### src/verilog/bus_pkg.sv
package bus_pkg;

	// ----------------------------------------
	// bus widths
	// ----------------------------------------
	localparam int DATA_W = 32;
	localparam int STRB_W = 4;

	// same encoding as the AXI xRESP field
	typedef enum logic [1:0] {
		RESP_OKAY   = 2'b00,
		RESP_DECERR = 2'b11
	} bus_resp_code_e;

	// ----------------------------------------
	// address views
	// ----------------------------------------
	// page and offset, as the crossbar decodes it
	typedef struct packed {
		logic [19:0] page;
		logic [11:0] offset;
	} addr_map_t;

	// word index and byte lane, as the targets index it
	typedef struct packed {
		logic [29:0] index;
		logic [1:0]  lane;
	} addr_word_t;

	typedef union packed {
		addr_map_t  map;
		addr_word_t word;
	} bus_addr_u;

	// ----------------------------------------
	// channel payloads
	// ----------------------------------------
	// instruction fetch only ever reads
	typedef struct packed {
		bus_addr_u addr;
	} fetch_req_t;

	typedef struct packed {
		bus_addr_u         addr;
		logic              write;
		logic [DATA_W-1:0] wdata;
		logic [STRB_W-1:0] strb;
	} bus_req_t;

	typedef struct packed {
		logic [DATA_W-1:0] rdata;
		bus_resp_code_e    resp;
	} bus_resp_t;

	typedef logic [7:0] uart_byte_t;

endpackage

### src/verilog/clint_timer.sv
`timescale 1ns/1ps

module clint_timer (
	input  logic               clock,
	input  logic               rst_n_i,
	input  logic               req_valid_i,
	input  bus_pkg::bus_req_t  req_i,
	output logic               rsp_valid_o,
	output bus_pkg::bus_resp_t rsp_o
);

	import bus_pkg::*;

	logic [2*DATA_W-1:0] mtime_q;
	logic [DATA_W-1:0]   word_sel;
	logic [DATA_W-1:0]   rdata_q;
	logic                rsp_valid_q;

	// odd word index is the high half
	assign word_sel = req_i.addr.word.index[0] ? mtime_q[2*DATA_W-1:DATA_W]
	                                           : mtime_q[DATA_W-1:0];

	// ----------------------------------------
	// free-running machine timer
	// ----------------------------------------
	always_ff @(posedge clock or negedge rst_n_i) begin
		if (!rst_n_i) begin
			mtime_q     <= '0;
			rsp_valid_q <= 1'b0;
		end else begin
			mtime_q     <= mtime_q + 1'b1;
			rsp_valid_q <= req_valid_i;
		end
	end

	// writes are acked but leave mtime alone
	always_ff @(posedge clock) begin
		if (req_valid_i) begin
			rdata_q <= req_i.write ? '0 : word_sel;
		end
	end

	assign rsp_valid_o = rsp_valid_q;
	assign rsp_o       = '{rdata: rdata_q, resp: RESP_OKAY};

endmodule

### config.mk
export PLATFORM = sky130hd
export DESIGN_NAME = clint_timer
export DESIGN_NICKNAME = d
export VERILOG_FILES = /design/src/verilog/bus_pkg.sv /design/src/verilog/clint_timer.sv
export SDC_FILE = /design/constraint.sdc
export NUM_CORES = 1
export LEC_CHECK = 0
export BUFFER_PORTS_ARGS = -buffer_cell sky130_fd_sc_hd__buf_4
export CORE_ASPECT_RATIO = 1.25
export CORE_MARGIN = 8
export CORE_UTILIZATION = 28
export DETAILED_ROUTE_END_ITERATION = 12
export PLACE_DENSITY_LB_ADDON = 0.1
export SYNTH_ARGS = -nofsm -noshare
export SYNTH_HDL_FRONTEND = slang
export SYNTH_SLANG_ARGS = --single-unit
### constraint.sdc
create_clock -name clock -period 2.2 [get_ports clock]
set_input_delay 0.33 -clock clock [delete_from_list [all_inputs] [get_ports clock]]
set_output_delay 0.33 -clock clock [all_outputs]
set_load 0.01 [all_outputs]
==> flow_summary.toml <==
[drt]
drt-initial-drc-count = 151
drtPass1Iterations = 4
final_antenna_net_count = 0
wl_mm = 10.5
wire_per_inst_um = 15.9
vias_per_cell = 4.51
drcViolationCount = 0
num_vias = 2974

[clock_network]
htreeDepth = 3
cts.sinks = 97
post-cts-setup-buffer-count = 0
clk_latency_ns = 0.34
cts_tree = "done"
cts_resized = 0
cts_buffer_depth = 2
cts_made_buffers = 9
root_buffer = "clkbuf_16"
cts.reportedPaths.clkPinSlew_ns = 0.07
hold_buffers = 0

[power]
p_leak_nw = 2.41
power_per_cell_area_nw_per_um2 = 646
peakVddDrop_mv = 0.316

[setup_path]
r2r_setup_slack_ns = 0.16
end_kind = "flip-flop"
path_max_fanout = 6
worstPathRequired_ns = 2.42
worstSetupStartpointType = "flip-flop"
critPathKind = "reg -> reg"
arrival_ns = 2.26

[run]
maxCapViolCount = 0

[final_layout]
synthToLayoutAreaGrowth_pct = 21.3
final_nets = 515
drive_gt1_frac = 0.190
final_cell_count_no_fill = 659
antennaDiodeCount = 0

[synthesis]
ys.flop_type = "dfrtp_1"
ys_seq_area_frac = 0.581
synthTopCellsByArea = "dfrtp_1 37%, edfxtp_1 22%, mux2i_1 7.2%"
synth_most_common_cell = "dfrtp_1"
synth_top_area_frac = 0.365
postSynthAreaPerCell_um2 = 11.7
ys_ff_latch = 97
yosysWarnings = 0
syn_inst = 382
synth.top_cells.by_count = "65 x dfrtp_1, 51 x nor2_1, 36 x xnor2_1"
synth_edf_count = 32
synth_cell_types = 28
ys_async_sr_fraction = 0.670
netlist_area_um2 = 4450
yosys.area.top_type = "dfrtp_1"

[global_routing]
gr-usage-all-layers = 0.109
grt_pass1_wl_mm = 17.1
grt_max_degree = 66
overflow = 0
grt_pass1_vias = 3166
antenna_found_initial = 0

[floorplanning]
num_rows = 51
die_area_um2 = 20200
io_pins = 107
core-area_um2 = 15600
die_y_um = 157
die_w_um = 129
start_util = 0.286

[sta]
skew_ns = 0.00876
hold_viol_final = 0
max_freq_ghz = 0.489
final.setup.tns_ns = 0
post-route-min-period_ns = 2.04
relSlewSlack = 0.429
worst_pin_slew_ns = 0.857
finalSetupViolCount = 0
final_max_slew_viol_count = 0
fin_crit_sh = 0.929
rsz0062_at_grt = "false"

[place]
dpl.hpwl_mm = 7.35
dp.cells = 643
port_buffers = 37
gp_congestion = 0.765

[status]
status = "finished clean"

[min_path]
holdCritPathClass = "in -> async"
final cells by class:
| cell class | instances | area [µm²] |
|---|---|---|
| Fill cell | 1596 | 10200 |
| Sequential cell | 97 | 2590 |
| Multi-Input combinational cell | 261 | 1770 |
| Timing Repair Buffer | 64 | 480 |
| Tap cell | 212 | 265 |
| Clock buffer | 10 | 229 |
| Clock inverter | 6 | 35.0 |
| Inverter | 9 | 33.8 |
worst max-delay path, stage by stage (launching register included):
cell,delay [ns]
dfrtp_1,0.42
nand4_1,0.19
nor4_1,0.57
and3_1,0.43
nand4_1,0.16
xnor2_1,0.15
layout by cell type (no fill, tap or decap), types with 11 or more instances in the layout:
master	instances
nand2_1	21
edfxtp_1	32
nor3_1	13
nor2_1	51
dfrtp_1	65
and3_1	11
xnor2_1	36
mux2i_1	32
nand3_1	24
xor2_1	26
nand4_1	25
buf_4	64
through the flow:
step	total power [mW]	setup slack [ns]	hold WS (ns)	util	cell area, µm²
5_1_grt	3.63	0.0118	0.166	0.347	5400
4_1_cts	3.55	0.0907	0.143	0.347	5400
3_3_place_gp	2.09	0.134	0.467	0.330	5130
2_1_floorplan	1.99	0.366	0.0344	-	4450
6_report	3.49	0.157	0.0944	0.347	5400
3_5_place_dp	2.09	0.119	0.466	0.330	5130
sequential cells by signal, indices dropped and copies added, names as in the netlist:
signal	flops
mtime_q	64
rdata_q	32
rsp_valid_o	1
final timing paths:
kind,start,endpoint,depth (start not counted)
max,mtime_q[0],mtime_q[49],5
min,rst_n_i,rsp_valid_o,1
max reg2reg,mtime_q[0],mtime_q[49],5
min reg2reg,mtime_q[63],mtime_q[63],1
max in group asynchronous,rst_n_i,mtime_q[3],1
min in group clock,req_valid_i,rsp_valid_o,1
power by group:
part | switching, mW | internal, mW
Combinational | 0.0908 | 0.0527
Sequential | 0.00744 | 1.89
Clock | 0.687 | 0.759
kinds of logic (layout without fill, tap and decap cells):
group,after synthesis,after routing,synth area share
flip-flops,97,97,0.581
buffers and inverters,25,89,0.0231
AND/OR/NAND/NOR,164,164,0.198
multiplexers,32,32,0.0720
adder cells (fa/ha/maj),1,1,0.00281
XOR/XNOR,62,62,0.122
other,1,2,0.000843
metal layers:
metal,track usage,up-vias,share of wire
met5,0,-,0
met4,0.0297,0,0.012
met3,0.0257,9,0.035
met2,0.192,42,0.52
met1,0.129,1469,0.44
li1,-,1454,-
No activity file was read; power rests on OpenSTA's default activity.
