===== config.mk =====
export PLATFORM = sky130hd
export DESIGN_NAME = uart_tx_target
export DESIGN_NICKNAME = d
export VERILOG_FILES = /design/src/verilog/bus_pkg.sv /design/src/verilog/uart_tx_target.sv
export SDC_FILE = /design/constraint.sdc
export NUM_CORES = 1
export LEC_CHECK = 0
export CAP_MARGIN = 20
export CORE_AREA = 2 2 45 47
export DETAILED_ROUTE_END_ITERATION = 7
export DIE_AREA = 0 0 47 49
export DONT_BUFFER_PORTS = 1
export MAX_ROUTING_LAYER = met4
export PLACE_DENSITY = 0.47
export SKIP_LAST_GASP = 1
export SLEW_MARGIN = 5
export SYNTH_ARGS = -nofsm -noshare
export SYNTH_HDL_FRONTEND = slang
export SYNTH_SLANG_ARGS = --single-unit

===== constraint.sdc =====
create_clock -name clock -period 0.8 [get_ports clock]
set_input_delay 0.08 -clock clock [delete_from_list [all_inputs] [get_ports clock]]
set_output_delay 0.08 -clock clock [all_outputs]
set_load 0.03 [all_outputs]

===== src/verilog/bus_pkg.sv =====
package bus_pkg;

	// ----------------------------------------
	// bus widths
	// ----------------------------------------
	localparam int DATA_W = 32;
	localparam int STRB_W = 4;

	// same encoding as the AXI xRESP field
	typedef enum logic [1:0] {
		RESP_OKAY   = 2'b00,
		RESP_DECERR = 2'b11
	} bus_resp_code_e;

	// ----------------------------------------
	// address views
	// ----------------------------------------
	// page and offset, as the crossbar decodes it
	typedef struct packed {
		logic [19:0] page;
		logic [11:0] offset;
	} addr_map_t;

	// word index and byte lane, as the targets index it
	typedef struct packed {
		logic [29:0] index;
		logic [1:0]  lane;
	} addr_word_t;

	typedef union packed {
		addr_map_t  map;
		addr_word_t word;
	} bus_addr_u;

	// ----------------------------------------
	// channel payloads
	// ----------------------------------------
	// instruction fetch only ever reads
	typedef struct packed {
		bus_addr_u addr;
	} fetch_req_t;

	typedef struct packed {
		bus_addr_u         addr;
		logic              write;
		logic [DATA_W-1:0] wdata;
		logic [STRB_W-1:0] strb;
	} bus_req_t;

	typedef struct packed {
		logic [DATA_W-1:0] rdata;
		bus_resp_code_e    resp;
	} bus_resp_t;

	typedef logic [7:0] uart_byte_t;

endpackage


===== src/verilog/uart_tx_target.sv =====
`timescale 1ns/1ps

module uart_tx_target (
	input  logic                clock,
	input  logic                rst_n_i,
	input  logic                req_valid_i,
	input  bus_pkg::bus_req_t   req_i,
	output logic                rsp_valid_o,
	output bus_pkg::bus_resp_t  rsp_o,
	output logic                uart_tx_valid_o,
	output bus_pkg::uart_byte_t uart_tx_byte_o,
	input  logic                uart_tx_ready_i
);

	import bus_pkg::*;

	logic       tx_valid_q;
	uart_byte_t tx_byte_q;
	logic       rsp_valid_q;
	logic       wr_fire;
	logic       tx_fire;

	assign wr_fire = req_valid_i && req_i.write;
	assign tx_fire = tx_valid_q && uart_tx_ready_i;

	// ----------------------------------------
	// tx holding register
	// ----------------------------------------
	always_ff @(posedge clock or negedge rst_n_i) begin
		if (!rst_n_i) begin
			tx_valid_q  <= 1'b0;
			rsp_valid_q <= 1'b0;
		end else begin
			if (wr_fire) begin
				tx_valid_q <= 1'b1;
			end else if (tx_fire) begin
				tx_valid_q <= 1'b0;
			end
			// write ack waits for the byte to leave
			rsp_valid_q <= (req_valid_i && !req_i.write) || tx_fire;
		end
	end

	// only lane 0 carries the character
	always_ff @(posedge clock) begin
		if (wr_fire) begin
			tx_byte_q <= req_i.wdata[7:0];
		end
	end

	assign uart_tx_valid_o = tx_valid_q;
	assign uart_tx_byte_o  = tx_byte_q;
	assign rsp_valid_o     = rsp_valid_q;
	assign rsp_o           = '{rdata: '0, resp: RESP_OKAY};

endmodule

==> results of run 1 <==
repair_timing:
item | CTS | global route
hold buffers | 12 | 0
pin swaps | 0 | 0
hold endpoints to repair | 12 | 0
resized for setup | 2 | 0
setup buffers | 0 | 1
endpoints found under the setup margin | 10 | 10
kinds of logic after synthesis:
family	synth area share, %
buffers and inverters	45.2
DFF	49.9
AOI/OAI and AO/OA	2.15
other	0.645
and+or+nand+nor	2.15
layout by cell type, fill, tap and decap left out:
| cell | n |
|---|---|
| dfrtp_2 | 1 |
| edfxtp_1 | 8 |
| dlygate4sd3_1 | 12 |
| buf_6 | 1 |
| clkbuf_4 | 3 |
| and2_4 | 1 |
| a21o_1 | 1 |
| inv_1 | 2 |
| conb_1 | 34 |
| o21ai_0 | 1 |
| clkbuf_1 | 1 |
| buf_4 | 1 |
| nand2_1 | 1 |
| dfrtp_1 | 1 |
layer usage:
layer	wire length (microns)	vias up	GRT usage [%]
met5	0	-	-
met3	148	0	1.85
met2	336	43	7.99
li1	-	127	-
met4	0	0	4.17
met1	282	115	4.85
state kept, by name, summed over array words and instances (netlist names):
signal	cells
rsp_valid_o	1
uart_tx_valid_o	1
uart_tx_byte_o	8
path summary, 6_finish.rpt:
check | startpoint | to | slack (ns)
max | uart_tx_valid_o$_DFFE_PN0P_ | uart_tx_valid_o | -0.08
min | rst_n_i | uart_tx_valid_o$_DFFE_PN0P_ | 0.06
max reg2reg | uart_tx_valid_o$_DFFE_PN0P_ | uart_tx_valid_o$_DFFE_PN0P_ | 0.01
min reg2reg | uart_tx_valid_o$_DFFE_PN0P_ | uart_tx_valid_o$_DFFE_PN0P_ | 0.62
max in group asynchronous | rst_n_i | rsp_valid_o$_DFF_PN0_ | 0.60
min in group clock | req_valid_i | uart_tx_valid_o$_DFFE_PN0P_ | 0.14
through the flow:
| stage | setup slack, ns | total power, W | hold WS (ns) |
|---|---|---|---|
| global placement | 0.148 | 0.000938 | -0.216 |
| CTS | -0.102 | 0.00134 | 0.0565 |
| detailed placement | 0.143 | 0.000939 | -0.216 |
| finish | -0.0752 | 0.00133 | 0.0606 |
| floorplan | 0.0156 | 0.00105 | -0.216 |
| global route | -0.0933 | 0.00138 | 0.0634 |
cell type report:
class	instances	area [sq um]
well taps	27	33.8
clock buffers	4	26.3
flip-flops and latches	10	292
repair buffers	14	139
inverters	2	7.51
multi-input cells	38	153
fillers	183	1190
where the power goes:
| group | leakage [nW] | total (W) | internal, W | switching [W] |
|---|---|---|---|---|
| sequential | 0.0983 | 0.000685 | 0.000607 | 0.0000783 |
| combinational | 0.198 | 0.000306 | 0.0000609 | 0.000246 |
| clock | 0.0150 | 0.000337 | 0.000191 | 0.000145 |
| total | 0.311 | 0.00133 | 0.000859 | 0.000469 |
==> run_results.csv, run 1 <==
group,metric,value,unit
layout,area_delta_synth_final,11.8,%
synth,synth_area_per_cell,11.4,sq um
clocking,htree_num_levels,1,
drt,totalWireLength,767,microns
floorplanning,ios,117,
synth,ys_ff_latch,10,
critical_path,crit_cells,1,
critical_path,critical_path.n_buffers_inverters,1,
timing,fin_crit_sh,109,%
drt,post_drt_wl_per_cell,8.07,microns
critical_path,critical_path_class,"flop to output pin",
global_routing,grt_pass1_vias,212,
timing,setup_viol,9,
floorplanning,die_x,47,microns
synth,synth_edf_count,8,
drt,drtIter0Drc,1,
clocking,clk_latency,0.25,ns
layout,postLayoutCoreUtil,35.3,%
floorplanning,die_area,2300,sq um
drt,drc,0,
clocking,cts.sinks,10,
critical_path,cp-end-kind,"output pin",
run_status,violations,"negative setup slack",
timing,rsz0062_at_grt,"true",
global_routing,grt-ovfl-total,0,
synth,synth_cells,51,
critical_path,crit_fanout,2,
global_routing,grt_pass1_wl,814,microns
drt,viasPerCell,3.00,
run,maxCapViolCount,0,
synth,async_flop_share,20.0,%
floorplanning,start_util,31.6,%
critical_path,worst-r2r-cell-count,2,
placement,dp_hpwl,577,microns
drt,firstDrtPassIters,2,
clocking,clock_tree.root_cell,"clkbuf_4",
floorplanning,core,1840,sq um
critical_path,cp-start-kind,"flop",
run_status,status,"complete, but fails checks",
synth,synth_warnings,0,
drt,num_vias,285,
pwr,ir_drop,0.000499,V
layout,diodes,0,
timing,finalMaxSlewViolations,0,
timing,finalCriticalPeriod,0.875,ns
layout,final_nets,142,
critical_path,path_delay_family,"flip-flops",
critical_path,crit_slowest_cell,"dfrtp_1",
synth,synth.most_common_cell,"buf_4",
floorplanning,placementRows,16,
critical_path,max_stage_delay,0.40,ns
placement,numPortBuffers,0,
global_routing,antenna_found_initial,0,
pwr,cellPowerDensity,2040,nW/um^2
synth,synth_area_leaders,"buf_4 44%, edfxtp_1 41%, dfrtp_1 8.6%",
synth,ys_top_cells_by_count,"34 x buf_4, 8 x edfxtp_1, 2 x dfrtp_1, 2 x inv_1",
layout,drive_above_1_share,10.3,%
timing,hold_viol,0,
timing,setup_ws,-0.0752,ns
timing,final.setup.tns,-0.491,ns
placement,place_inst,78,
clocking,clk_path_buf_depth,2,
placement,placed_area,492,sq um
timing,clock.fmax,1140,MHz
global_routing,grt_max_degree,10,
critical_path,path_cells,"buf_6",
worst_hold_path,hold_path_class,"primary input to async pin",
synth,syn_area,582,sq um
clocking,path_clk_slew,0.06,ns
layout,final_area,651,sq um
timing,final.setup_skew,0.00000711,ns
synth,synth_ff_type,"edfxtp_1",
drt,postRouteAntennaNets,0,
synth,synth_top_area_share,43.9,%
layout,final_cells,95,
floorplanning,die_h,49,microns
clocking,cts_inserted_buffers,3,
synth,synth.distinct_cells,9,
pwr,p_leak,0.311,nW
synth,synth_top_cell_by_area,"buf_4",
placement,gp_congestion,0.574,
critical_path,worst_ep_arrival_time,0.80,ns
synth,synth_seq_area_share,49.9,%
global_routing,grt_usage,5.16,%
critical_path,worstPathRequired,0.72,ns
clocking,tritoncts,"built",
(Power assumes the default switching activity.)
==> inputs of run 2 (changes only) <==
--- a/config.mk
+++ b/config.mk
@@ -10,6 +10,7 @@
 export DETAILED_ROUTE_END_ITERATION = 7
 export DIE_AREA = 0 0 47 49
 export DONT_BUFFER_PORTS = 1
+export HOLD_SLACK_MARGIN = 0.12
 export MAX_ROUTING_LAYER = met4
 export PLACE_DENSITY = 0.47
 export SKIP_LAST_GASP = 1
==> run 2 against run 1 <==
Against the previous run: the run still ends with negative setup slack left; wire length grew 0.65%; total power increased by 0.28%; flip-flop and latch count unchanged; sequential power is essentially flat; hold slack better by 0.078 ns; die area unchanged; count of clock-buffer cells in the layout unchanged; via count is 2.8% higher; combinational power rose by 1%; non-clock buffer count up 1; clock skew unchanged; register-to-register slack barely moved; critical endpoint unchanged; highest routed layer unchanged.
==> run_results.csv, run 2 (synthesized netlist as in run 1, its figures left out) <==
group,metric,value,unit
run_status,status,"complete, but fails checks",
run_status,violations,"negative setup slack",
global_routing,grt_pass1_vias,224,
critical_path,critPathLaunch,"uart_tx_valid_o$_DFFE_PN0P_",
pwr,p_leak,0.315,nW
timing,rsz0062_at_grt,"true",
pwr,ir_drop,0.000499,V
critical_path,cp-start-kind,"flop",
timing,hold_viol,0,
run,maxCapViolCount,0,
timing,final.setup_skew,0.00000711,ns
layout,final_nets,143,
timing,finalCriticalPeriod,0.875,ns
layout,largest_reg_flops,8,
pwr,cellPowerDensity,2020,nW/um^2
timing,finalMaxSlewViolations,0,
floorplanning,placementRows,16,
critical_path,crit_slowest_cell,"dfrtp_1",
critical_path,worst_ep_arrival_time,0.80,ns
layout,diodes,0,
worst_hold_path,min_from,"req_valid_i",
placement,numPortBuffers,0,
timing,setup_ws,-0.0754,ns
clocking,tritoncts,"built",
timing,final.setup.tns,-0.491,ns
clocking,cts.sinks,10,
drt,drtIter0Drc,1,
floorplanning,die_x,47,microns
placement,place_inst,78,
clocking,clk_latency,0.25,ns
drt,totalWireLength,772,microns
clocking,cts_inserted_buffers,3,
timing,clock.fmax,1140,MHz
global_routing,grt-ovfl-total,0,
drt,firstDrtPassIters,3,
layout,final_cells,96,
global_routing,grt_pass1_wl,841,microns
critical_path,r2r_start,"uart_tx_valid_o$_DFFE_PN0P_",
critical_path,crit_fanout,2,
layout,final_cell_mix,"34 x conb_1, 13 x dlygate4sd3_1, 8 x edfxtp_1, 3 x clkbuf_4, 2 x inv_1",
timing,setup_viol,9,
layout,drive_above_1_share,10.1,%
clocking,clk_path_buf_depth,2,
layout,postLayoutCoreUtil,35.9,%
placement,gp_congestion,0.574,
timing,fin_crit_sh,109,%
drt,num_vias,293,
placement,dp_hpwl,577,microns
clocking,path_clk_slew,0.06,ns
critical_path,path_delay_family,"flip-flops",
drt,post_drt_wl_per_cell,8.04,microns
critical_path,cp-end-kind,"output pin",
global_routing,grt_usage,5.31,%
critical_path,critical_path_class,"flop to output pin",
floorplanning,die_area,2300,sq um
drt,postRouteAntennaNets,0,
floorplanning,ios,117,
layout,area_delta_synth_final,13.5,%
layout,final_common_cell,"conb_1",
critical_path,worstPathRequired,0.72,ns
floorplanning,start_util,31.6,%
worst_hold_path,hold_path_class,"primary input to flop",
critical_path,max_stage_delay,0.40,ns
floorplanning,core,1840,sq um
drt,viasPerCell,3.05,
critical_path,path_cells,"buf_6",
floorplanning,die_h,49,microns
clocking,htree_num_levels,1,
drt,drc,0,
global_routing,antenna_found_initial,0,
critical_path,critical_path.n_buffers_inverters,1,
clocking,clock_tree.root_cell,"clkbuf_4",
global_routing,grt_max_degree,10,
==> run 2: cell types whose count changed in the layout (fill, tap and decap cells not counted) <==
| cell | previous run | this run |
|---|---|---|
| dlygate4sd3_1 | 12 | 13 |
==> run 2: through the flow <==
step | worst slack, ns | area [sq um] | hold WS [ns] | power [W]
2_1_floorplan | 0.0156 | 706 | -0.216 | 0.00105
3_3_place_gp | 0.148 | 492 | -0.216 | 0.000938
3_5_place_dp | 0.143 | 492 | -0.216 | 0.000939
4_1_cts | -0.102 | 653 | 0.140 | 0.00134
5_1_grt | -0.0933 | 661 | 0.162 | 0.00138
6_report | -0.0754 | 661 | 0.139 | 0.00133
==> run 2: power by group <==
part           internal [W]  total [W]  switching [W]
Combinational     0.0000641   0.000310       0.000246
Sequential         0.000607   0.000685      0.0000783
Clock              0.000191   0.000337       0.000145
==> run 2: worst paths after layout <==
path / slack, ns / endpoint / depth (start not counted)
max in group asynchronous: 0.06 / rsp_valid_o$_DFF_PN0_ / 2
worst max-delay path: -0.08 / uart_tx_valid_o / 1
worst min register to register: 0.62 / uart_tx_valid_o$_DFFE_PN0P_ / 2
worst min-delay path: 0.14 / uart_tx_valid_o$_DFFE_PN0P_ / 2
worst max register to register: 0.01 / uart_tx_valid_o$_DFFE_PN0P_ / 2
min in group asynchronous: 0.60 / uart_tx_valid_o$_DFFE_PN0P_ / 2
==> run 2: area by class of cell <==
class                   instances  area (sq um)
inverters                       2          7.51
multi-input cells              38           153
fillers                       182          1180
well taps                      27          33.8
clock buffers                   4          26.3
flip-flops and latches         10           292
repair buffers                 15           149
==> run 2: routing by layer <==
layer | vias up | global-route usage (%) | part of all wire [%]
li1 | 129 | - | -
met1 | 121 | 4.85 | 36
met2 | 43 | 8.45 | 44
met3 | 0 | 1.85 | 20
met4 | 0 | 4.17 | 0
met5 | - | - | 0
==> run 2: what timing repair did <==
item / 4_1_cts / 5_1_grt
setup endpoints to repair: 10 / 10
buffers inserted: 0 / 1
hold buffers: 13 / 0
gates resized for setup: 2 / 0
hold endpoints to repair: 12 / 0
==> inputs of run 3 (changes only) <==
--- a/config.mk
+++ b/config.mk
@@ -13,7 +13,6 @@
 export HOLD_SLACK_MARGIN = 0.12
 export MAX_ROUTING_LAYER = met4
 export PLACE_DENSITY = 0.47
-export SKIP_LAST_GASP = 1
 export SLEW_MARGIN = 5
 export SYNTH_ARGS = -nofsm -noshare
 export SYNTH_HDL_FRONTEND = slang
==> run 3 against run 2 <==
Against the previous run: critical path type unchanged; highest routed layer unchanged; final area stayed put; clock skew stayed put; the flow still finishes with violations (negative setup slack); via count stayed put; combinational power hardly changed.
==> run_results.csv, run 3 (synthesized netlist as in run 1, its figures left out) <==
group,metric,value,unit
placement,dp_hpwl,577,microns
critical_path,crit_fanout,2,
timing,final.setup_skew,0.00000711,ns
pwr,cellPowerDensity,2020,nW/um^2
global_routing,grt_pass1_wl,841,microns
drt,drtIter0Drc,1,
critical_path,critical_path_class,"flop to output pin",
placement,pre_cts_slack,0.143,ns
drt,post_drt_wl_per_cell,8.04,microns
timing,finalMaxSlewViolations,0,
critical_path,worst_ep_arrival_time,0.80,ns
placement,numPortBuffers,0,
worst_hold_path,hold_path_class,"primary input to flop",
placement,gp_congestion,0.574,
global_routing,grt_pass1_vias,224,
timing,hold_viol,0,
critical_path,path_cells,"buf_6",
drt,firstDrtPassIters,3,
clocking,clk_path_buf_depth,2,
timing,fin_crit_sh,109,%
critical_path,path_delay_family,"flip-flops",
drt,postRouteAntennaNets,0,
floorplanning,die_x,47,microns
layout,drive_above_1_share,10.1,%
layout,area_delta_synth_final,13.5,%
clocking,htree_num_levels,1,
critical_path,worstPathRequired,0.72,ns
pwr,ir_drop,0.000499,V
global_routing,grt-ovfl-total,0,
pwr,power,0.00133,W
drt,totalWireLength,772,microns
floorplanning,die_area,2300,sq um
layout,largest_reg_flops,8,
clocking,cts_inserted_buffers,3,
clocking,cts.sinks,10,
global_routing,grt_usage,5.31,%
pwr,p_leak,0.315,nW
layout,final_cell_mix,"34 x conb_1, 13 x dlygate4sd3_1, 8 x edfxtp_1, 3 x clkbuf_4, 2 x inv_1",
layout,diodes,0,
timing,rsz0062_at_grt,"true",
drt,viasPerCell,3.05,
drt,num_vias,293,
run,maxCapViolCount,0,
timing,worst_hold_slack,0.139,ns
run_status,violations,"negative setup slack",
drt,drc,0,
timing,clock.fmax,1140,MHz
layout,final_common_cell,"conb_1",
clocking,path_clk_slew,0.06,ns
global_routing,antenna_found_initial,0,
floorplanning,die_h,49,microns
clocking,tritoncts,"built",
floorplanning,start_util,31.6,%
layout,multi_input_area,153,sq um
floorplanning,ios,117,
critical_path,critical_path.n_buffers_inverters,1,
floorplanning,core,1840,sq um
timing,finalCriticalPeriod,0.875,ns
layout,final_nets,143,
critical_path,max_stage_delay,0.40,ns
layout,regArea,292,sq um
timing,setup_viol,9,
critical_path,cp-start-kind,"flop",
run_status,status,"complete, but fails checks",
layout,fill_cells,182,
global_routing,grt_max_degree,10,
clocking,clk_latency,0.25,ns
timing,setup_ws,-0.0754,ns
critical_path,cp-end-kind,"output pin",
clocking,clock_tree.root_cell,"clkbuf_4",
layout,postLayoutCoreUtil,35.9,%
layout,final_cells,96,
floorplanning,placementRows,16,
critical_path,crit_slowest_cell,"dfrtp_1",
placement,place_inst,78,
critical_path,rrSetupSlack,0.01,ns
[run 3: per-stage QoR]
stage | cell area [sq um] | setup TNS (ns)
2_1_floorplan | 706 | 0
3_3_place_gp | 492 | 0
3_5_place_dp | 492 | 0
4_1_cts | 653 | -0.622
5_1_grt | 661 | -0.722
6_report | 661 | -0.491
[run 3: cell type report]
| type | count | share of cell area [%] |
|---|---|---|
| well taps | 27 | 5.11 |
| multi-input cells | 38 | 23.1 |
| inverters | 2 | 1.14 |
| repair buffers | 15 | 22.5 |
| clock buffers | 4 | 3.98 |
| flip-flops and latches | 10 | 44.1 |
[run 3: final timing paths]
check,start,end,cells after the start
setup / recovery,uart_tx_valid_o$_DFFE_PN0P_,uart_tx_valid_o,1
hold / removal,req_valid_i,uart_tx_valid_o$_DFFE_PN0P_,2
setup reg to reg,uart_tx_valid_o$_DFFE_PN0P_,uart_tx_valid_o$_DFFE_PN0P_,2
hold reg to reg,uart_tx_valid_o$_DFFE_PN0P_,uart_tx_valid_o$_DFFE_PN0P_,2
max in group asynchronous,rst_n_i,rsp_valid_o$_DFF_PN0_,2
min in group asynchronous,rst_n_i,uart_tx_valid_o$_DFFE_PN0P_,2
[run 3: routing by layer]
metal	share of wire, %	wire length, microns	global-route usage [%]
met1	36	275	4.85
met2	44	342	8.45
met3	20	154	1.85
met4	0	0	4.17
met5	0	0	-
[run 3: repair_timing]
item                                   4_1_cts  5_1_grt
resized for setup                            2        1
setup buffers                                0        1
pin swaps                                    0        0
setup endpoints to repair                   10       10
hold buffers                                13        0
endpoints found under the hold margin       12        0
[run 3: report_power, final]
group	total (W)	internal, W	switching, W	leakage [nW]
sequential	0.000685	0.000607	0.0000783	0.0983
combinational	0.000311	0.0000645	0.000246	0.202
clock	0.000337	0.000191	0.000145	0.0150
