### src/verilog/bus_pkg.sv
package bus_pkg;

	// ----------------------------------------
	// bus widths
	// ----------------------------------------
	localparam int DATA_W = 32;
	localparam int STRB_W = 4;

	// same encoding as the AXI xRESP field
	typedef enum logic [1:0] {
		RESP_OKAY   = 2'b00,
		RESP_DECERR = 2'b11
	} bus_resp_code_e;

	// ----------------------------------------
	// address views
	// ----------------------------------------
	// page and offset, as the crossbar decodes it
	typedef struct packed {
		logic [19:0] page;
		logic [11:0] offset;
	} addr_map_t;

	// word index and byte lane, as the targets index it
	typedef struct packed {
		logic [29:0] index;
		logic [1:0]  lane;
	} addr_word_t;

	typedef union packed {
		addr_map_t  map;
		addr_word_t word;
	} bus_addr_u;

	// ----------------------------------------
	// channel payloads
	// ----------------------------------------
	// instruction fetch only ever reads
	typedef struct packed {
		bus_addr_u addr;
	} fetch_req_t;

	typedef struct packed {
		bus_addr_u         addr;
		logic              write;
		logic [DATA_W-1:0] wdata;
		logic [STRB_W-1:0] strb;
	} bus_req_t;

	typedef struct packed {
		logic [DATA_W-1:0] rdata;
		bus_resp_code_e    resp;
	} bus_resp_t;

	typedef logic [7:0] uart_byte_t;

endpackage

### src/verilog/soc_map_pkg.sv
package soc_map_pkg;

	// ----------------------------------------
	// sram window
	// ----------------------------------------
	localparam logic [19:0] SRAM_PAGE  = 20'h80000;
	localparam int          SRAM_WORDS = 256;
	localparam int          SRAM_BYTES = SRAM_WORDS * 4;
	// word index bits that reach the array
	localparam int          SRAM_IDX_W = $clog2(SRAM_WORDS);

	// ----------------------------------------
	// io window
	// ----------------------------------------
	localparam logic [19:0] IO_PAGE      = 20'ha0000;
	// uart transmit holding register
	localparam logic [11:0] UART_OFFSET  = 12'h3f8;
	// mtime low word, high word follows at +4
	localparam logic [11:0] CLINT_OFFSET = 12'h048;

	typedef enum logic [1:0] {
		TGT_SRAM,
		TGT_UART,
		TGT_CLINT,
		TGT_NONE
	} target_sel_e;

endpackage

### src/verilog/addr_xbar.sv
`timescale 1ns/1ps

module addr_xbar (
	input  logic               clock,
	input  logic               rst_n_i,
	// upstream from the arbiter
	input  logic               up_req_valid_i,
	input  bus_pkg::bus_req_t  up_req_i,
	output logic               up_req_ready_o,
	output logic               up_resp_valid_o,
	output bus_pkg::bus_resp_t up_resp_o,
	input  logic               up_resp_ready_i,
	// sram target
	output logic               sram_req_valid_o,
	output bus_pkg::bus_req_t  sram_req_o,
	input  logic               sram_rsp_valid_i,
	input  bus_pkg::bus_resp_t sram_rsp_i,
	// uart target
	output logic               uart_req_valid_o,
	output bus_pkg::bus_req_t  uart_req_o,
	input  logic               uart_rsp_valid_i,
	input  bus_pkg::bus_resp_t uart_rsp_i,
	// clint target
	output logic               clint_req_valid_o,
	output bus_pkg::bus_req_t  clint_req_o,
	input  logic               clint_rsp_valid_i,
	input  bus_pkg::bus_resp_t clint_rsp_i
);

	import bus_pkg::*;
	import soc_map_pkg::*;

	target_sel_e sel_d;
	target_sel_e sel_q;
	logic        busy_q;
	logic        pulse_q;
	bus_req_t    req_q;
	logic        resp_valid_q;
	bus_resp_t   resp_q;
	logic        tgt_rsp_valid;
	bus_resp_t   tgt_rsp;
	logic        up_req_fire;
	logic        up_resp_fire;

	// ----------------------------------------
	// address decode
	// ----------------------------------------
	always_comb begin
		sel_d = TGT_NONE;
		if (up_req_i.addr.map.page == SRAM_PAGE) begin
			// upper part of the sram page is unpopulated
			if (up_req_i.addr.map.offset < 12'(SRAM_BYTES)) begin
				sel_d = TGT_SRAM;
			end
		end else if (up_req_i.addr.map.page == IO_PAGE) begin
			if (up_req_i.addr.map.offset[11:2] == UART_OFFSET[11:2]) begin
				sel_d = TGT_UART;
			end else if (up_req_i.addr.map.offset[11:3] == CLINT_OFFSET[11:3]) begin
				// both halves of mtime
				sel_d = TGT_CLINT;
			end
		end
	end

	assign up_req_ready_o = !busy_q;
	assign up_req_fire    = up_req_valid_i && up_req_ready_o;
	assign up_resp_fire   = resp_valid_q && up_resp_ready_i;

	// ----------------------------------------
	// target side
	// ----------------------------------------
	assign sram_req_valid_o  = pulse_q && (sel_q == TGT_SRAM);
	assign uart_req_valid_o  = pulse_q && (sel_q == TGT_UART);
	assign clint_req_valid_o = pulse_q && (sel_q == TGT_CLINT);
	assign sram_req_o        = req_q;
	assign uart_req_o        = req_q;
	assign clint_req_o       = req_q;

	// response from the remembered target
	always_comb begin
		tgt_rsp_valid = 1'b0;
		tgt_rsp       = sram_rsp_i;
		case (sel_q)
			TGT_SRAM: begin
				tgt_rsp_valid = sram_rsp_valid_i;
				tgt_rsp       = sram_rsp_i;
			end
			TGT_UART: begin
				tgt_rsp_valid = uart_rsp_valid_i;
				tgt_rsp       = uart_rsp_i;
			end
			TGT_CLINT: begin
				tgt_rsp_valid = clint_rsp_valid_i;
				tgt_rsp       = clint_rsp_i;
			end
			default: begin
				tgt_rsp_valid = 1'b0;
			end
		endcase
	end

	assign up_resp_valid_o = resp_valid_q;
	assign up_resp_o       = resp_q;

	always_ff @(posedge clock or negedge rst_n_i) begin
		if (!rst_n_i) begin
			busy_q       <= 1'b0;
			pulse_q      <= 1'b0;
			sel_q        <= TGT_NONE;
			resp_valid_q <= 1'b0;
		end else begin
			pulse_q <= up_req_fire && (sel_d != TGT_NONE);
			if (up_req_fire) begin
				busy_q <= 1'b1;
				sel_q  <= sel_d;
			end else if (up_resp_fire) begin
				busy_q <= 1'b0;
			end
			// decode error is answered here, no target involved
			if (up_req_fire && (sel_d == TGT_NONE)) begin
				resp_valid_q <= 1'b1;
			end else if (busy_q && tgt_rsp_valid) begin
				resp_valid_q <= 1'b1;
			end else if (up_resp_fire) begin
				resp_valid_q <= 1'b0;
			end
		end
	end

	// request and response buffers
	always_ff @(posedge clock) begin
		if (up_req_fire) begin
			req_q <= up_req_i;
		end
		if (up_req_fire && (sel_d == TGT_NONE)) begin
			resp_q <= '{rdata: '0, resp: RESP_DECERR};
		end else if (busy_q && tgt_rsp_valid) begin
			resp_q <= tgt_rsp;
		end
	end

endmodule

### config.mk
export PLATFORM = sky130hd
export DESIGN_NAME = addr_xbar
export DESIGN_NICKNAME = d
export VERILOG_FILES = /design/src/verilog/bus_pkg.sv /design/src/verilog/soc_map_pkg.sv /design/src/verilog/addr_xbar.sv
export SDC_FILE = /design/constraint.sdc
export NUM_CORES = 1
export LEC_CHECK = 0
export BUFFER_PORTS_ARGS = -buffer_cell sky130_fd_sc_hd__buf_2
export CAP_MARGIN = 20
export CORE_AREA = 2 2 166 168
export DETAILED_ROUTE_END_ITERATION = 12
export DIE_AREA = 0 0 168 170
export PLACE_DENSITY = 0.44
export SLEW_MARGIN = 5
export SYNTH_ARGS = -nofsm -noshare
export SYNTH_HDL_FRONTEND = slang
export SYNTH_SLANG_ARGS = --single-unit
### constraint.sdc
create_clock -name clock -period 4.9 [get_ports clock]
set_input_delay 0.735 -clock clock [delete_from_list [all_inputs] [get_ports clock]]
set_output_delay 0.735 -clock clock [all_outputs]
set_load 0.1 [all_outputs]
==> results_dict.tcl, run 1 <==
set metrics [dict create \
    synth-edff-count 69 \
    cp_data_arrival_time_ns 3.30 \
    fin_skew_ns 0.008876 \
    cts_hold_buffers 0 \
    relSlewSlack_pct 31.52 \
    via_count 4415 \
    synthesis.nets 668 \
    synthCells 486 \
    syn_to_final_growth_pct 31.39 \
    drtPass1Iterations 4 \
    worst_pin_slew_ns 1.027 \
    clock-root-buffer "clkbuf_16" \
    io_pins 424 \
    ys_seq_area_share_pct 52.75 \
    synth_area_per_cell_um2 11.24 \
    end_kind "flop" \
    num_rows 60 \
    yosysTopAreaCell "edfxtp_1" \
    fp.dieArea_um2 28560 \
    cts_tree "built" \
    synth_top_area_share_pct 37.95 \
    clockBufferDepth 2 \
    crit_required_ns 5.14 \
    totalWireLength_um 18630 \
    wire_per_inst_um 16.84 \
    p_per_area_nw_per_um2 640.4 \
    cts_setup_buffers 0 \
    initial_core_util_pct 20.49 \
    reg2reg_from "sel_q[1]$_DFFE_PN1P_" \
    ant_nets 0 \
    grt_pass1_vias 4285 \
    finalHoldViolCount 0 \
    hp-class "input port to asynchronous set/reset pin" \
    p_leak_nw 3.291 \
    slew_violations 0 \
    cp-start-kind "flop" \
    maxCapViolations 0 \
    dpl_worst_slack_ns 1.856 \
    r2r_setup_slack_ns 1.84 \
    globalplace.congestion 0.7496 \
    ir_drop_mv 0.2113 \
    yosysMostFrequentCell "buf_4" \
    cts-resized-gates 0 \
    finalWorstSetupSlack_ns 1.840 \
    track_usage_pct 12.34 \
    outcome "finished clean" \
    grt_overflow 0 \
    setup_viol 0 \
    async_flop_share_pct 4.630 \
    crit_end "up_resp_o[1]$_SDFFE_PP1P_" \
    synthDistinctLibCells 31 \
    clkTransAtPathRegs_ns 0.08 \
    critPathMaxFanout 36 \
    max_freq_ghz 0.3268 \
    ys_top_cells_by_area "edfxtp_1, buf_4, dfxtp_1" \
    total_power_mw 4.594 \
    cts_sinks 108 \
    cts_made_buffers 9 \
    rr_endpoint "up_resp_o[1]$_SDFFE_PP1P_" \
    avgViaCountPerCell 3.992 \
    diodes 0 \
    die_width_um 168 \
    fin_crit_ns 3.060 \
    setup-tns-final_ns 0 \
    ys.flop_type "edfxtp_1" \
    period_share_pct 62.44 \
    ys_warn_count 0 \
    final_nets 942 \
    drive_gt1_share_pct 63.40 \
    insertion_delay_ns 0.35 \
    cts.htree.levels 3 \
    die_h_um 170 \
    rsz0062_at_grt "no" \
    startpoint "sel_q[1]$_DFFE_PN1P_" \
    port_buffers 423 \
    grt_start_max_net_pins 40 \
    antenna_found_initial 1 \
    dr.first_iter.drc_count 196 \
    synth.cell_area_um2 5460 \
    ff2ff_path_depth 8 \
    grt_pass1_wl_um 25840 \
    critPathKind "flop to flop" \
    drc 0 \
    core_region_area_um2 26650 \
    synth.ff_latch_count 108 \
    post-dp-hpwl_um 14810 \
    ys_top_cells_by_count "buf_4, nor2_1, edfxtp_1" \
]
-- cell usage in the layout (no fill, tap or decap), drive strengths merged, types with 5 or more instances in the layout --
master	n
buf	429
inv	7
nor2	73
dfxtp	34
clkbuf	9
a22oi	34
a21oi	33
nor4	5
edfxtp	69
a211oi	34
-- routing by layer --
| metal | up-vias | share of wire, % | GRT usage, % |
|---|---|---|---|
| met4 | 0 | 1.5 | 3.667 |
| met5 | - | 0 | 0 |
| met3 | 10 | 8.1 | 3.488 |
| met2 | 279 | 51 | 22.46 |
| met1 | 1999 | 39 | 14.04 |
| li1 | 2127 | - | - |
-- cell type report --
class	count	area (µm²)
clock buffer	9	225.2
clock inverter	7	81.33
fill	2867	19480
inverter	4	15.01
multi-input combinational	208	1384
sequential	108	2880
tap	341	426.7
timing repair buffer	429	2162
-- state kept, by name, summed over array words and instances, names as in the netlist --
register,flops
up_resp_valid_o,1
clint_req_o,69
busy_q,1
up_resp_o,34
sel_q,2
pulse_q,1
-- worst min path at each step --
stage                                     end  slack, ns
floorplan                  busy_q$_DFFE_PN0P_       0.44
global placement    up_resp_o[0]$_SDFFE_PP1P_       0.44
detailed placement  up_resp_o[0]$_SDFFE_PP1P_       0.45
CTS                         pulse_q$_DFF_PN0_       0.18
global route                pulse_q$_DFF_PN0_       0.19
finish                      pulse_q$_DFF_PN0_       0.20
-- power breakdown --
part	leakage, nW	internal [mW]	switching (mW)	total, mW
registers	0.964	1.13	0.108	1.24
logic	2.18	0.306	2.27	2.57
clock network	0.152	0.406	0.376	0.782
-- logic make-up after synthesis --
| logic type | Yosys count | synth area share [%] |
|---|---|---|
| AO/OA/AOI/OAI | 110 | 16.64 |
| buffers and inverters | 170 | 22.36 |
| adder cells (fa/ha/maj) | 4 | 0.9166 |
| AND/OR/NAND/NOR | 94 | 7.333 |
| flip-flops | 108 | 52.75 |
-- metrics by stage --
step / hold slack (ns) / area (µm²) / utilization, % / instances
2_1_floorplan: 0.4394 / 5460 / - / 486
3_3_place_gp: 0.4413 / 6868 / 25.77 / 1090
3_5_place_dp: 0.4479 / 6868 / 25.77 / 1090
4_1_cts: 0.1844 / 7174 / 26.92 / 1106
5_1_grt: 0.1919 / 7174 / 26.92 / 1106
6_report: 0.2035 / 7174 / 26.92 / 1106
-- critical path, cell delays in order (launching register included) --
cell	delay, ns
dfstp_2	0.56
inv_1	0.06
ha_1	0.17
buf_4	0.24
a222oi_1	0.34
or3_2	0.68
buf_4	0.53
a211oi_2	0.06
a211o_1	0.28
(Power assumes the default switching activity.)
==> inputs of run 2 (changes only) <==
--- a/config.mk
+++ b/config.mk
@@ -7,9 +7,9 @@
 export LEC_CHECK = 0
 export BUFFER_PORTS_ARGS = -buffer_cell sky130_fd_sc_hd__buf_2
 export CAP_MARGIN = 20
-export CORE_AREA = 2 2 166 168
+export CORE_AREA = 2 2 165 167
 export DETAILED_ROUTE_END_ITERATION = 12
-export DIE_AREA = 0 0 168 170
+export DIE_AREA = 0 0 167 169
 export PLACE_DENSITY = 0.44
 export SLEW_MARGIN = 5
 export SYNTH_ARGS = -nofsm -noshare
==> constraint.sdc (replaced) <==
create_clock -name clock -period 3.2 [get_ports clock]
set_input_delay 0.48 -clock clock [delete_from_list [all_inputs] [get_ports clock]]
set_output_delay 0.48 -clock clock [all_outputs]
set_load 0.1 [all_outputs]
==> results_dict.tcl, run 2 (synthesized netlist as in run 1, its figures left out) <==
set metrics [dict create \
    p_per_area_nw_per_um2 959.3 \
    cts.htree.levels 3 \
    crit_required_ns 2.72 \
    max_freq_ghz 0.4187 \
    outcome "finished clean" \
    cp_num_buf_inv 2 \
    largest_reg_flops 69 \
    grt_overflow 0 \
    end_kind "primary output" \
    syn_to_final_growth_pct 32.95 \
    die_width_um 167 \
    dpl_worst_slack_ns 0.7346 \
    initial_core_util_pct 20.60 \
    cts-resized-gates 0 \
    antenna_found_initial 4 \
    critPathKind "flop to primary output" \
    clock-root-buffer "clkbuf_16" \
    cts_tree "built" \
    total_power_mw 6.964 \
    cp-start-kind "flop" \
    p_leak_nw 3.310 \
    rsz0062_at_grt "no" \
    num_rows 60 \
    wire_per_inst_um 16.64 \
    die_h_um 169 \
    layout_common_cells "buf_2, nor2_1, edfxtp_1" \
    drive_gt1_share_pct 63.33 \
    via_count 4393 \
    grt_pass1_wl_um 25930 \
    crit_chain "ha_1 -> buf_4 -> and2_1 -> buf_12" \
    cts_hold_buffers 1 \
    ir_drop_mv 0.5767 \
    ant_nets 0 \
    fin_crit_ns 2.389 \
    core_region_area_um2 26500 \
    slowest_stage "dfstp_2" \
    maxCapViolations 0 \
    worst_pin_slew_ns 0.8359 \
    post-dp-hpwl_um 14790 \
    totalWireLength_um 18510 \
    finalWorstSetupSlack_ns 0.8114 \
    clockBufferDepth 2 \
    grt_pass1_vias 4192 \
    setup-tns-final_ns 0 \
    fp.dieArea_um2 28220 \
    relSlewSlack_pct 44.27 \
    period_share_pct 74.64 \
    final_common_cell "buf_2" \
    track_usage_pct 12.49 \
    clkTransAtPathRegs_ns 0.09 \
    critical-path-top-delay-family "flip-flops" \
    globalplace.congestion 0.7881 \
    io_pins 424 \
    cts_sinks 108 \
    dr.first_iter.drc_count 201 \
    fin_skew_ns 0.01591 \
    cp_data_arrival_time_ns 1.91 \
    slew_violations 0 \
    grt_start_max_net_pins 61 \
    critPathMaxFanout 35 \
    final_nets 946 \
    insertion_delay_ns 0.36 \
    cts_setup_buffers 0 \
    hp-class "input port to flop" \
    setup_viol 0 \
    fin_util_pct 27.39 \
    finalHoldViolCount 0 \
    cts_made_buffers 9 \
    avgViaCountPerCell 3.951 \
    drtPass1Iterations 4 \
    cpPeakStageDelay_ns 0.56 \
    drc 0 \
    r2r_setup_slack_ns 0.92 \
    port_buffers 423 \
]
[run 2: path summary, 6_finish.rpt]
check                                               start  cells past startpoint                          end
worst max-delay path                 sel_q[1]$_DFFE_PN1P_                      4            clint_req_valid_o
worst max register to register       sel_q[1]$_DFFE_PN1P_                      7    up_resp_o[1]$_SDFFE_PP1P_
min in group asynchronous                         rst_n_i                      2  up_resp_valid_o$_DFFE_PN0P_
worst min register to register  up_resp_o[1]$_SDFFE_PP1P_                      1    up_resp_o[1]$_SDFFE_PP1P_
max in group asynchronous                         rst_n_i                      2         sel_q[1]$_DFFE_PN1P_
worst min-delay path                         up_req_i[30]                      1    clint_req_o[30]$_DFFE_PP_
[run 2: per-layer routing]
metal  track usage, %  vias to the layer above  part of all wire (%)
met5                0                        -                  0.12
met2            24.51                      218                    56
met4            3.523                        4                   1.3
met3            2.946                       14                   6.5
met1            13.19                     2019                    36
li1                 -                     2138                     -
[run 2: per-stage QoR]
stage	hold WS (ns)	area [µm²]	cells
2_1_floorplan	0.1844	5460	486
3_3_place_gp	0.3255	6959	1093
3_5_place_dp	0.3268	6959	1093
4_1_cts	0.2742	7254	1110
5_1_grt	0.2675	7259	1112
6_report	0.2932	7259	1112
[run 2: cell type report]
cell class,count,area (µm²)
clock buffers,10,229.0
diodes,2,5.005
repair buffers,433,2250
flip-flops and latches,108,2880
clock inverters,6,56.30
well taps,341,426.7
fillers,2826,19240
multi-input cells,208,1398
inverters,4,15.01
[run 2: power breakdown]
part / leakage, nW / total [mW] / switching, mW / internal, mW
clock network: 0.137 / 1.11 / 0.568 / 0.546
logic: 2.21 / 3.96 / 3.47 / 0.491
registers: 0.964 / 1.89 / 0.151 / 1.74
==> inputs of run 3 (changes only) <==
==> constraint.sdc (replaced) <==
create_clock -name clock -period 2.3 [get_ports clock]
set_input_delay 0.345 -clock clock [delete_from_list [all_inputs] [get_ports clock]]
set_output_delay 0.345 -clock clock [all_outputs]
set_load 0.1 [all_outputs]
==> results_dict.tcl, run 3 (synthesized netlist as in run 1, its figures left out) <==
set metrics [dict create \
    maxCapViolations 0 \
    dr.first_iter.drc_count 129 \
    post-dp-hpwl_um 14650 \
    fin_crit_ns 2.145 \
    p_per_area_nw_per_um2 1327 \
    clkTransAtPathRegs_ns 0.08 \
    grt_overflow 0 \
    worst_pin_slew_ns 0.8333 \
    totalWireLength_um 18310 \
    worstHoldStart "up_req_i[27]" \
    ff2ff_path_depth 9 \
    crit_required_ns 1.96 \
    num_rows 60 \
    ant_nets 0 \
    initial_core_util_pct 20.60 \
    cts.htree.levels 3 \
    startpoint "sel_q[1]$_DFFE_PN1P_" \
    hp-class "input port to flop" \
    port_buffers 423 \
    cts_sinks 108 \
    setup_viol 0 \
    n_fill_cell 2834 \
    holdPathEnd "clint_req_o[27]$_DFFE_PP_" \
    critPathMaxFanout 35 \
    whs_path_depth 1 \
    core_region_area_um2 26500 \
    rsz0062_at_grt "no" \
    drc 0 \
    clockBufferDepth 2 \
    fin_skew_ns 0.01194 \
    grt_start_max_net_pins 64 \
    drtPass1Iterations 4 \
    rr_endpoint "up_resp_o[20]$_SDFFE_PP0P_" \
    cts_tree "built" \
    final_nets 956 \
    grt_pass1_vias 4294 \
    avgViaCountPerCell 4.024 \
    cts_setup_buffers 0 \
    globalplace.congestion 0.7996 \
    cp_data_arrival_time_ns 1.80 \
    holdWs_ns 0.1585 \
    die_h_um 169 \
    largest_reg_flops 69 \
    period_share_pct 93.28 \
    drive_gt1_share_pct 63.80 \
    critPathKind "flop to primary output" \
    final_common_cell "buf_2" \
    die_width_um 167 \
    track_usage_pct 12.21 \
    max_freq_ghz 0.4661 \
    clock-root-buffer "clkbuf_16" \
    r2r_setup_slack_ns 0.20 \
    outcome "finished clean" \
    setup-tns-final_ns 0 \
    cts_made_buffers 9 \
    insertion_delay_ns 0.35 \
    syn_to_final_growth_pct 34.99 \
    antenna_found_initial 3 \
    reg2reg_from "sel_q[1]$_DFFE_PN1P_" \
    ir_drop_mv 0.7883 \
    layout_common_cells "buf_2, nor2_1, edfxtp_1" \
    via_count 4515 \
    cp-start-kind "flop" \
    dpl_worst_slack_ns 0.1246 \
    grt_pass1_wl_um 25720 \
    finalWorstSetupSlack_ns 0.1545 \
    wire_per_inst_um 16.32 \
    finalHoldViolCount 0 \
    p_leak_nw 3.382 \
    slew_violations 0 \
    end_kind "primary output" \
    fp.dieArea_um2 28220 \
    io_pins 424 \
    relSlewSlack_pct 44.45 \
]
-- run 3: cell count changes in the layout (fill, tap and decap cells not counted) --
cell and delta:
or3_4 -1, ha_4 -1, or3_2 +1, buf_4 +4, o22ai_4 -1, buf_6 +2
buf_12 +4, ha_2 +1, o22ai_2 +1
-- run 3: critical path, stage by stage (launching register included) --
cell and delay, ns:
dfstp_2 0.57, ha_1 0.19, buf_6 0.27, and2_1 0.22, buf_12 0.18
-- run 3: how the worst max path moves through the flow --
stage	slack (ns)	cells after the start	end
CTS	0.03	4	clint_req_valid_o
finish	0.15	4	clint_req_valid_o
global placement	0.18	6	up_resp_o[1]$_SDFFE_PP1P_
detailed placement	0.12	7	up_resp_o[22]$_SDFFE_PP0P_
floorplan	0.07	4	clint_req_valid_o
global route	0.02	4	clint_req_valid_o
-- run 3: report_power, final --
part           leakage (nW)  total (mW)  switching, mW  internal (mW)
clock network         0.137        1.55          0.792          0.759
registers             0.964        2.63          0.216           2.42
logic                  2.28        5.60           4.85          0.752
total                  3.38        9.78           5.85           3.93
-- run 3: per-stage QoR --
step	utilization (%)	std cells	power, mW	area (µm²)
floorplan	-	486	7.643	5463
global placement	26.65	1103	8.301	7063
detailed placement	26.65	1103	8.311	7063
CTS	27.77	1120	9.916	7358
global route	27.80	1121	10.14	7368
finish	27.81	1122	9.782	7371
-- run 3: metal layers --
| metal | up-vias | GRT usage [%] | part of all wire, % | wire [µm] |
|---|---|---|---|---|
| met2 | 274 | 22.42 | 53 | 9730 |
| met3 | 14 | 3.437 | 8.1 | 1491 |
| met4 | 2 | 3.223 | 0.69 | 126 |
| met5 | - | 0 | 0.071 | 13 |
| met1 | 2065 | 13.88 | 38 | 6943 |
| li1 | 2160 | - | - | - |
-- run 3: repair_timing --
action | in CTS | in global routing
setup endpoints to repair | 0 | 2
hold buffers | 1 | 0
resized for setup | 0 | 2
endpoints found under the hold margin | 5 | 0
-- run 3: area by class of cell --
| class | instances | area (µm²) | share of cell area (%) |
|---|---|---|---|
| Clock inverter | 6 | 56.30 | 0.7639 |
| Clock buffer | 10 | 229.0 | 3.106 |
| Sequential cell | 108 | 2880 | 39.08 |
| Timing Repair Buffer | 443 | 2382 | 32.32 |
| Antenna cell | 2 | 5.005 | 0.06790 |
| Multi-Input combinational cell | 208 | 1376 | 18.67 |
| Tap cell | 341 | 426.7 | 5.788 |
| Inverter | 4 | 15.01 | 0.2037 |
